===== src/rtl/board_bus_pkg.sv =====
// shared constants for the board register bus
// address space codes, channel-0 register offsets, version word,
// real-time block layout and status word bit positions
`default_nettype none

package board_bus_pkg;

    // ----------------------------------------
    // address spaces, in reg_raddr[15:12]
    // ----------------------------------------
    localparam logic [3:0] addr_main = 4'd0;     // board and channel registers
    localparam logic [3:0] addr_hub  = 4'd1;     // hub quadlet memory
    localparam logic [3:0] addr_prom = 4'd2;     // prom space, answered externally

    // ----------------------------------------
    // channel-0 register offsets, in reg_raddr[3:0]
    // ----------------------------------------
    localparam logic [3:0] reg_status  = 4'd0;   // board id, wdog flag
    localparam logic [3:0] reg_wdog    = 4'd3;   // watchdog period
    localparam logic [3:0] reg_version = 4'd7;   // firmware version
    localparam logic [3:0] reg_ipaddr  = 4'd11;  // ip address (no ethernet here)
    localparam logic [3:0] reg_ethstat = 4'd12;  // ethernet status, always zero

    // firmware version word
    localparam logic [31:0] fw_version = 32'h4246_0008;

    // no ethernet on this board, so the ip reads as broadcast
    localparam logic [31:0] ip_addr_none = 32'hffff_ffff;

    // ----------------------------------------
    // real-time block layout
    // ----------------------------------------
    localparam int rt_main_quads  = 4;   // quadlets of channel 0 at block start
    localparam int enc_field_base = 4;   // first channel offset of encoder fields

    // status word fields
    localparam int status_id_lsb   = 24;  // board_id in 27..24
    localparam int status_wdog_bit = 23;  // wdog_timeout

endpackage

`default_nettype wire


===== src/rtl/board_bus_core.sv =====
// register bus core, top level
// address translation, board registers, hub memory
// and the read data select across address spaces
`timescale 1ns/1ps
`default_nettype none

module board_bus_core #(
    parameter int num_motors    = 4,
    parameter int num_encoders  = 4,
    parameter int wdog_tick     = 8,
    parameter int hub_addr_bits = 6
) (
    input  logic        sysclk,
    input  logic        rst,
    input  logic [3:0]  board_id,          // rotary switch
    input  logic [15:0] reg_raddr_in,      // host read address
    input  logic        blk_rt_rd,         // real-time block read level
    input  logic [15:0] reg_waddr,
    input  logic [31:0] reg_wdata,
    input  logic        reg_wen,           // one-cycle write strobe
    output logic [15:0] reg_raddr,         // translated, also to external regs
    input  logic [31:0] reg_rdata_ext,     // external regs, one cycle late
    output logic [31:0] reg_rdata,
    output logic [15:0] bc_sequence,
    output logic        write_trig,
    input  logic        wdog_clear,
    output logic        wdog_timeout,
    output logic        wdog_period_led,
    output logic [2:0]  wdog_period_status
);

    logic [31:0] rdata_chan0;              // from board_regs
    logic [31:0] rdata_hub;                // from hub_mem
    logic [3:0]  space_q;                  // space of previous read address
    logic        chan0_q;                  // previous address was channel 0

    read_addr_xlate #(
        .num_motors   (num_motors),
        .num_encoders (num_encoders)
    ) i_read_addr_xlate (
        .reg_raddr_in (reg_raddr_in),
        .blk_rt_rd    (blk_rt_rd),
        .reg_raddr    (reg_raddr)
    );

    board_regs #(
        .wdog_tick (wdog_tick)
    ) i_board_regs (
        .sysclk (sysclk), .rst (rst), .board_id (board_id),
        .reg_raddr (reg_raddr), .reg_waddr (reg_waddr), .reg_wdata (reg_wdata),
        .reg_wen (reg_wen), .reg_rdata_ext (reg_rdata_ext), .reg_rdata (rdata_chan0),
        .wdog_clear (wdog_clear), .wdog_timeout (wdog_timeout),
        .wdog_period_led (wdog_period_led), .wdog_period_status (wdog_period_status)
    );

    hub_mem #(
        .hub_addr_bits (hub_addr_bits)
    ) i_hub_mem (
        .sysclk (sysclk), .rst (rst), .board_id (board_id),
        .reg_raddr (reg_raddr), .reg_waddr (reg_waddr), .reg_wdata (reg_wdata),
        .reg_wen (reg_wen), .reg_rdata (rdata_hub),
        .bc_sequence (bc_sequence), .write_trig (write_trig)
    );

    // ----------------------------------------
    // read data select
    // ----------------------------------------
    // selects follow the sources, which all answer one cycle late
    always_ff @(posedge sysclk) begin
        if (rst) begin
            space_q <= board_bus_pkg::addr_main;
            chan0_q <= 1'b0;
        end else begin
            space_q <= reg_raddr[15:12];
            chan0_q <= (reg_raddr[7:4] == 4'd0);
        end
    end

    always_comb begin
        case (space_q)
            board_bus_pkg::addr_hub:  reg_rdata = rdata_hub;
            board_bus_pkg::addr_main: reg_rdata = chan0_q ? rdata_chan0 : reg_rdata_ext;
            board_bus_pkg::addr_prom: reg_rdata = reg_rdata_ext;   // no prom on this core
            default:                  reg_rdata = reg_rdata_ext;
        endcase
    end

endmodule

`default_nettype wire


===== src/rtl/board_regs.sv =====
// channel-0 board registers
// watchdog period, prescaler, counter and timeout flag
// registered read mux over the channel-0 offsets
`timescale 1ns/1ps
`default_nettype none

module board_regs #(
    parameter int wdog_tick = 8          // cycles per watchdog count
) (
    input  logic        sysclk,
    input  logic        rst,
    input  logic [3:0]  board_id,
    input  logic [15:0] reg_raddr,
    input  logic [15:0] reg_waddr,
    input  logic [31:0] reg_wdata,
    input  logic        reg_wen,
    input  logic [31:0] reg_rdata_ext,      // data for offsets not kept here
    output logic [31:0] reg_rdata,          // valid one cycle after reg_raddr
    input  logic        wdog_clear,
    output logic        wdog_timeout,
    output logic        wdog_period_led,
    output logic [2:0]  wdog_period_status
);

    localparam int tick_w = (wdog_tick > 1) ? $clog2(wdog_tick) : 1;
    localparam logic [tick_w-1:0] tick_last = tick_w'(wdog_tick - 1);

    logic [15:0]       wdog_period;
    logic [15:0]       wdog_count;
    logic [tick_w-1:0] wdog_presc;
    logic              wen_main;          // any main-space write
    logic              wen_period;        // write of the period register
    logic              tick;
    logic [31:0]       status_word;
    logic [31:0]       rdata_q;           // claimed register value
    logic              ext_q;             // previous offset is answered externally

    assign wen_main   = reg_wen && (reg_waddr[15:12] == board_bus_pkg::addr_main);
    assign wen_period = wen_main && (reg_waddr[7:4] == 4'd0) &&
                        (reg_waddr[3:0] == board_bus_pkg::reg_wdog);
    assign tick       = (wdog_presc == tick_last);

    // ----------------------------------------
    // watchdog
    // ----------------------------------------
    always_ff @(posedge sysclk) begin
        if (rst) begin
            wdog_period  <= 16'd0;
            wdog_count   <= 16'd0;
            wdog_presc   <= '0;
            wdog_timeout <= 1'b0;
        end else begin
            if (wen_main) begin
                wdog_count <= 16'd0;                  // host is alive
                wdog_presc <= '0;
            end else if (tick) begin
                wdog_presc <= '0;
                if (wdog_count != wdog_period)
                    wdog_count <= wdog_count + 16'd1; // saturate at the period
            end else begin
                wdog_presc <= wdog_presc + 1'b1;
            end
            if (wen_period)
                wdog_period <= reg_wdata[15:0];
            // set on the tick that reaches the period, then held
            if (wdog_clear || wen_period)
                wdog_timeout <= 1'b0;
            else if (!wen_main && tick && (wdog_period != 16'd0) &&
                     (wdog_count + 16'd1 == wdog_period))
                wdog_timeout <= 1'b1;
        end
    end

    // led range code for the period
    always_comb begin
        if (wdog_period == 16'd0)       wdog_period_status = 3'd0;   // off
        else if (wdog_period <= 16'd15)   wdog_period_status = 3'd1;
        else if (wdog_period <= 16'd255)  wdog_period_status = 3'd2;
        else if (wdog_period <= 16'd4095) wdog_period_status = 3'd3;
        else                             wdog_period_status = 3'd4;
    end
    assign wdog_period_led = (wdog_period != 16'd0);

    // ----------------------------------------
    // read mux
    // ----------------------------------------
    always_comb begin
        status_word = 32'd0;
        status_word[board_bus_pkg::status_id_lsb +: 4] = board_id;
        status_word[board_bus_pkg::status_wdog_bit]    = wdog_timeout;
    end

    // space and channel are qualified at the top level
    always_ff @(posedge sysclk) begin
        ext_q <= 1'b0;
        case (reg_raddr[3:0])
            board_bus_pkg::reg_status:  rdata_q <= status_word;
            board_bus_pkg::reg_wdog:    rdata_q <= {16'd0, wdog_period};
            board_bus_pkg::reg_version: rdata_q <= board_bus_pkg::fw_version;
            board_bus_pkg::reg_ipaddr:  rdata_q <= board_bus_pkg::ip_addr_none;
            board_bus_pkg::reg_ethstat: rdata_q <= 32'd0;
            default:                    ext_q   <= 1'b1;
        endcase
    end

    // external data already arrives one cycle after the address
    assign reg_rdata = ext_q ? reg_rdata_ext : rdata_q;

endmodule

`default_nettype wire


===== src/rtl/hub_mem.sv =====
// hub quadlet memory with synchronous read
// broadcast sequence number and broadcast write trigger
`timescale 1ns/1ps
`default_nettype none

module hub_mem #(
    parameter int hub_addr_bits = 6       // memory depth is 2**hub_addr_bits
) (
    input  logic        sysclk,
    input  logic        rst,
    input  logic [3:0]  board_id,
    input  logic [15:0] reg_raddr,
    input  logic [15:0] reg_waddr,
    input  logic [31:0] reg_wdata,
    input  logic        reg_wen,
    output logic [31:0] reg_rdata,         // one cycle after reg_raddr
    output logic [15:0] bc_sequence,       // last broadcast sequence number
    output logic        write_trig         // this board should broadcast
);

    localparam int depth = 2 ** hub_addr_bits;

    logic [31:0] mem [depth];              // hub quadlets
    logic        wen_hub;                  // write into hub space
    logic        wen_seq;                  // write to offset 0

    assign wen_hub = reg_wen && (reg_waddr[15:12] == board_bus_pkg::addr_hub);
    assign wen_seq = wen_hub && (reg_waddr[hub_addr_bits-1:0] == '0);

    // ----------------------------------------
    // memory
    // ----------------------------------------
    always_ff @(posedge sysclk) begin
        if (wen_hub)
            mem[reg_waddr[hub_addr_bits-1:0]] <= reg_wdata;
        reg_rdata <= mem[reg_raddr[hub_addr_bits-1:0]];   // sync read
    end

    // ----------------------------------------
    // sequence and trigger
    // ----------------------------------------
    // wdata[31:16] is a per-board request mask
    always_ff @(posedge sysclk) begin
        if (rst) begin
            bc_sequence <= 16'd0;
            write_trig  <= 1'b0;
        end else begin
            write_trig <= 1'b0;                            // single-cycle pulse
            if (wen_seq) begin
                bc_sequence <= reg_wdata[15:0];
                write_trig  <= reg_wdata[5'd16 + {1'b0, board_id}];
            end
        end
    end

endmodule

`default_nettype wire


===== src/rtl/read_addr_xlate.sv =====
// real-time block read address translation
// maps a quadlet index within the block to a main-space register address
`timescale 1ns/1ps
`default_nettype none

module read_addr_xlate #(
    parameter int num_motors   = 4,
    parameter int num_encoders = 4
) (
    input  logic [15:0] reg_raddr_in,   // host read address or quadlet index
    input  logic        blk_rt_rd,      // real-time block read in progress
    output logic [15:0] reg_raddr       // translated register address
);

    // block segment sizes
    localparam int motor_quads = 2 * num_motors;     // two quadlets per motor
    localparam int enc_quads   = 5 * num_encoders;   // five fields per encoder

    logic [7:0] quad_idx;    // i, index within block
    logic [7:0] mot_idx;     // j = i - main quads
    logic [7:0] enc_idx;     // k = j - motor quads
    logic [3:0] chan;
    logic [3:0] offs;
    logic       in_range;    // index falls inside the block

    always_comb begin
        quad_idx = reg_raddr_in[7:0];
        mot_idx  = quad_idx - 8'(board_bus_pkg::rt_main_quads);
        enc_idx  = mot_idx - 8'(motor_quads);
        chan     = 4'd0;
        offs     = 4'd0;
        in_range = 1'b1;
        // earlier tests shadow the wrapped differences of later ones
        if (quad_idx < 8'(board_bus_pkg::rt_main_quads)) begin
            offs = quad_idx[3:0];                        // channel 0 registers
        end else if (mot_idx < 8'(motor_quads)) begin
            chan = 4'(mot_idx >> 1) + 4'd1;              // motor pairs, one per channel
            offs = {3'b000, mot_idx[0]};
        end else if (enc_idx < 8'(enc_quads)) begin
            // fields are grouped, all channels of one field together
            chan = 4'(enc_idx % num_encoders) + 4'd1;
            offs = 4'(board_bus_pkg::enc_field_base + enc_idx / num_encoders);
        end else begin
            in_range = 1'b0;                             // past end of block
        end
    end

    // plain reads pass straight through
    assign reg_raddr = !blk_rt_rd ? reg_raddr_in :
                       in_range   ? {board_bus_pkg::addr_main, 4'h0, chan, offs} :
                                    16'h0000;

endmodule

`default_nettype wire


===== config.mk =====
export PLATFORM = sky130hd
export DESIGN_NAME = board_bus_core
export DESIGN_NICKNAME = d
export VERILOG_FILES = /design/src/rtl/board_bus_pkg.sv /design/src/rtl/board_bus_core.sv /design/src/rtl/board_regs.sv /design/src/rtl/hub_mem.sv /design/src/rtl/read_addr_xlate.sv
export SDC_FILE = /design/constraint.sdc
export NUM_CORES = 2
export LEC_CHECK = 0
export BUFFER_PORTS_ARGS = -buffer_cell sky130_fd_sc_hd__clkbuf_2
export CAP_MARGIN = 30
export CORE_ASPECT_RATIO = 0.8
export CORE_MARGIN = 5
export CORE_UTILIZATION = 30
export CTS_BUF_LIST = sky130_fd_sc_hd__clkbuf_4 sky130_fd_sc_hd__clkbuf_8
export DETAILED_ROUTE_END_ITERATION = 10
export GPL_TIMING_DRIVEN = 1
export PLACE_DENSITY = 0.41
export SLEW_MARGIN = 10
export SYNTH_ARGS = -nofsm -noshare
export SYNTH_HDL_FRONTEND = slang
export SYNTH_SLANG_ARGS = --single-unit

===== constraint.sdc =====
create_clock -name sysclk -period 9.3 [get_ports sysclk]
set_clock_uncertainty 0.1 [all_clocks]
set_input_delay 0.465 -clock sysclk [delete_from_list [all_inputs] [get_ports sysclk]]
set_output_delay 0.465 -clock sysclk [all_outputs]
set_load 0.02 [all_outputs]

==> reports/results.ini <==
[sta]
setup_viol=0
relSlewSlack_pct=18.3
fmax_mhz=164
hold_violations=0
fin_crit_sh_pct=65.5
rsz0062_at_grt=false
period_minus_slack_ps=6090
whs_ps=67.0
worstMarginPinSlew_ps=1230
maxSlewViolCount=0
finalSetupTns_ps=0

[critical_path]
arrival_ps=6930
critPathRequiredTime_ps=10140
end_kind=flop
crit_path_end=i_hub_mem.reg_rdata[23]
crit_type=input pin to flop
worstSetupStartpoint=reg_raddr_in[2]
timing.rr.end=i_board_regs.wdog_timeout
reg2reg_setup_slack_ps=6440
worstSetupStartpointType=input pin
r2r_start=i_board_regs.wdog_count[0]
path_max_fanout=114
r2r_cells=11

[grt]
grt_usage_pct=21.4
grt_overflow=0
grt_pass1_wl_um=443000
grt_pass1_vias=52000
grt_max_degree=135
antenna_found_initial=40

[synth]
synth_area_leaders=edfxtp_1 73%, mux2i_1 5.8%, nand2_1 5.2%
ys_seq_elements=2162
yosysWarnings=0
ys_seq_area_share_pct=75.1
synth-xor-area-share_pct=0.493
synth_cell_type_count=76
ys.flop_type=edfxtp_1
post-synth-top-count-cell=edfxtp_1
synth_top_area_share_pct=72.9
synthSimpleGateAreaFrac_pct=9.01
synth_edf_count=2071
synthCells=5889
syn_avg_cell_area_um2=14.5
synth_top_family_by_area=simple AND/OR/NAND/NOR gates
yosysTopAreaCell=edfxtp_1
synth.area.mux_share_pct=5.96
netlist_area_um2=85300
synthArstFlopShare_pct=0
post_synth_most_frequent_cells=2071 x edfxtp_1, 1178 x nand2_1, 493 x mux2i_1
synth_compound_area_share_pct=7.07
synth_nets=6003
synthAdderAreaFrac_pct=0.132

[cells_and_area]
drive_gt1_share_pct=16.7
areaGrowthSynthToFinish_pct=16.0
fillCellCount=27500
fin_nets=6412

[cts]
cts-hold-fix-buffers=23
cts_resized=0
cts_inserted_buffers=361
h-tree-depth=5
cts.sinks=2162
cts_buffer_depth=4
clk_latency_ps=1000
clk_pin_slew_worst_paths_ps=60
root_buffer=clkbuf_8
post-cts-setup-buffers=0
cts_tree=built

[die]
die_width_um=606
start_util_pct=30.1
die-height_um=487
rows=175
ioPinCount=175
dieArea_um2=295000
fp.coreArea_um2=284000

[power_and_ir_drop]
peakVddDrop_mv=0.111
seq_power_share_pct=51.8
p_sw_mw=5.42
swShare_pct=25.8
pwr-share-clk_pct=39.6
power_density_nw_per_um2=212
power.share.combinational_pct=8.6
internal_power_mw=15.6
power.leakage_nw=34.1

[worst_hold_path]
hp-class=input pin to flop
hp-start=reg_wdata[22]

[route]
vias_per_cell=5.24
post_drt_wl_per_cell_um=31.5
drc=0
vias=54500
detail_route.first_pass.iterations=7
ant_nets=0
first_iter_violations=6268
wl_um=327000

[place]
dpl.hpwl_um=178000
gp_congestion=0.799
portBuffers=170

[run]
drv_cap=0

[run_status]
status=finished, final reports clean

==> worst min path at each step <==
stage	endpoint	slack [ps]	depth (start not counted)
after floorplan	i_board_regs.wdog_presc[0]	310	1
after CTS	i_hub_mem.mem[43][6]	8	2
final	i_hub_mem.mem[50][22]	70	2
after global placement	i_board_regs.wdog_presc[0]	320	1
after detailed placement	i_board_regs.wdog_presc[0]	340	1
after global routing	i_hub_mem.mem[50][22]	50	2
==> sequential cells by signal, summed over array words and instances (netlist names) <==
name,flops
i_hub_mem.mem,2048
i_hub_mem.reg_rdata,32
i_board_regs.rdata_q,23
i_board_regs.wdog_count,16
i_board_regs.wdog_period,16
i_hub_mem.bc_sequence,16
space_q,4
i_board_regs.wdog_presc,3
chan0_q,1
i_board_regs.ext_q,1
i_board_regs.wdog_timeout,1
i_hub_mem.write_trig,1
==> stage by stage <==
| step | power [mW] | worst slack (ps) | util, % | cell area (um^2) | instances |
|---|---|---|---|---|---|
| CTS | 21.2 | 3260 | 34.9 | 98900 | 10400 |
| finish | 21.0 | 3210 | 34.9 | 99000 | 10400 |
| global route | 21.7 | 2990 | 34.9 | 99000 | 10400 |
| detailed placement | 12.9 | 2230 | 32.4 | 91700 | 9712 |
| global placement | 12.8 | 2250 | 32.3 | 91700 | 9708 |
| floorplan | 11.8 | 4830 | - | 85300 | 5889 |
==> power by group through the flow <==
stage               clock network, mW  logic [mW]  registers, mW
floorplan                           0       0.888           10.9
global placement                    0        1.77           11.1
detailed placement                  0        1.78           11.1
CTS                              8.53        1.79           10.9
global route                     8.97        1.89           10.9
finish                           8.33        1.80           10.9
==> final cells by class <==
type | instances | area [um^2] | share of cell area [%]
sequential | 2162 | 64000 | 64.7
timing repair buffer | 425 | 3170 | 3.21
inverter | 18 | 93.8 | 0.0948
clock inverter | 126 | 626 | 0.632
antenna | 3 | 7.51 | 0.00759
tap | 3805 | 4760 | 4.81
multi-input combinational | 3330 | 20000 | 20.2
clock buffer | 524 | 6290 | 6.36
==> worst max-delay path, cell delays in order <==
cell and delay (ps):
clkbuf_2 230, inv_1 110, ha_1 360, xnor2_1 180, ha_1 210, xnor2_1 130
xnor2_1 280, inv_1 90, ha_1 190, a32oi_1 170, nor3b_2 250, o2111ai_2 220
o31a_2 640, inv_16 440, nand3_4 790, buf_12 440, o22ai_1 260, nor4_1 110
a221oi_1 860, a31o_2 200
==> routing by layer <==
layer	share of wire, %	GRT usage (%)	vias to the layer above
li1	-	-	23200
met1	48	33.2	28600
met2	43	31.7	2282
met3	7.4	3.31	364
met4	1.6	4.16	2
met5	0.0040	0	-
==> cell usage in the layout (no fill, tap or decap), drive strengths merged, types with 112 or more instances in the layout <==
| master | synthesis | final |
|---|---|---|
| a21oi | 436 | 436 |
| buf | 242 | 236 |
| clkbuf | 137 | 689 |
| edfxtp | 2071 | 2071 |
| mux2i | 493 | 493 |
| nand2 | 1178 | 1178 |
| nand3 | 233 | 233 |
| nor2 | 133 | 133 |
| o21ai | 112 | 112 |
| o22ai | 169 | 169 |
==> cell families (layout without fill, tap and decap cells) <==
family	count (synthesis)	after routing
fa+ha+maj	9	9
simple gates	1788	1788
compound gates	983	983
buf+inv	397	1093
mux	502	502
other cells	0	3
flops	2162	2162
xor+xnor	48	48
Power figures use the tool's default switching activity.
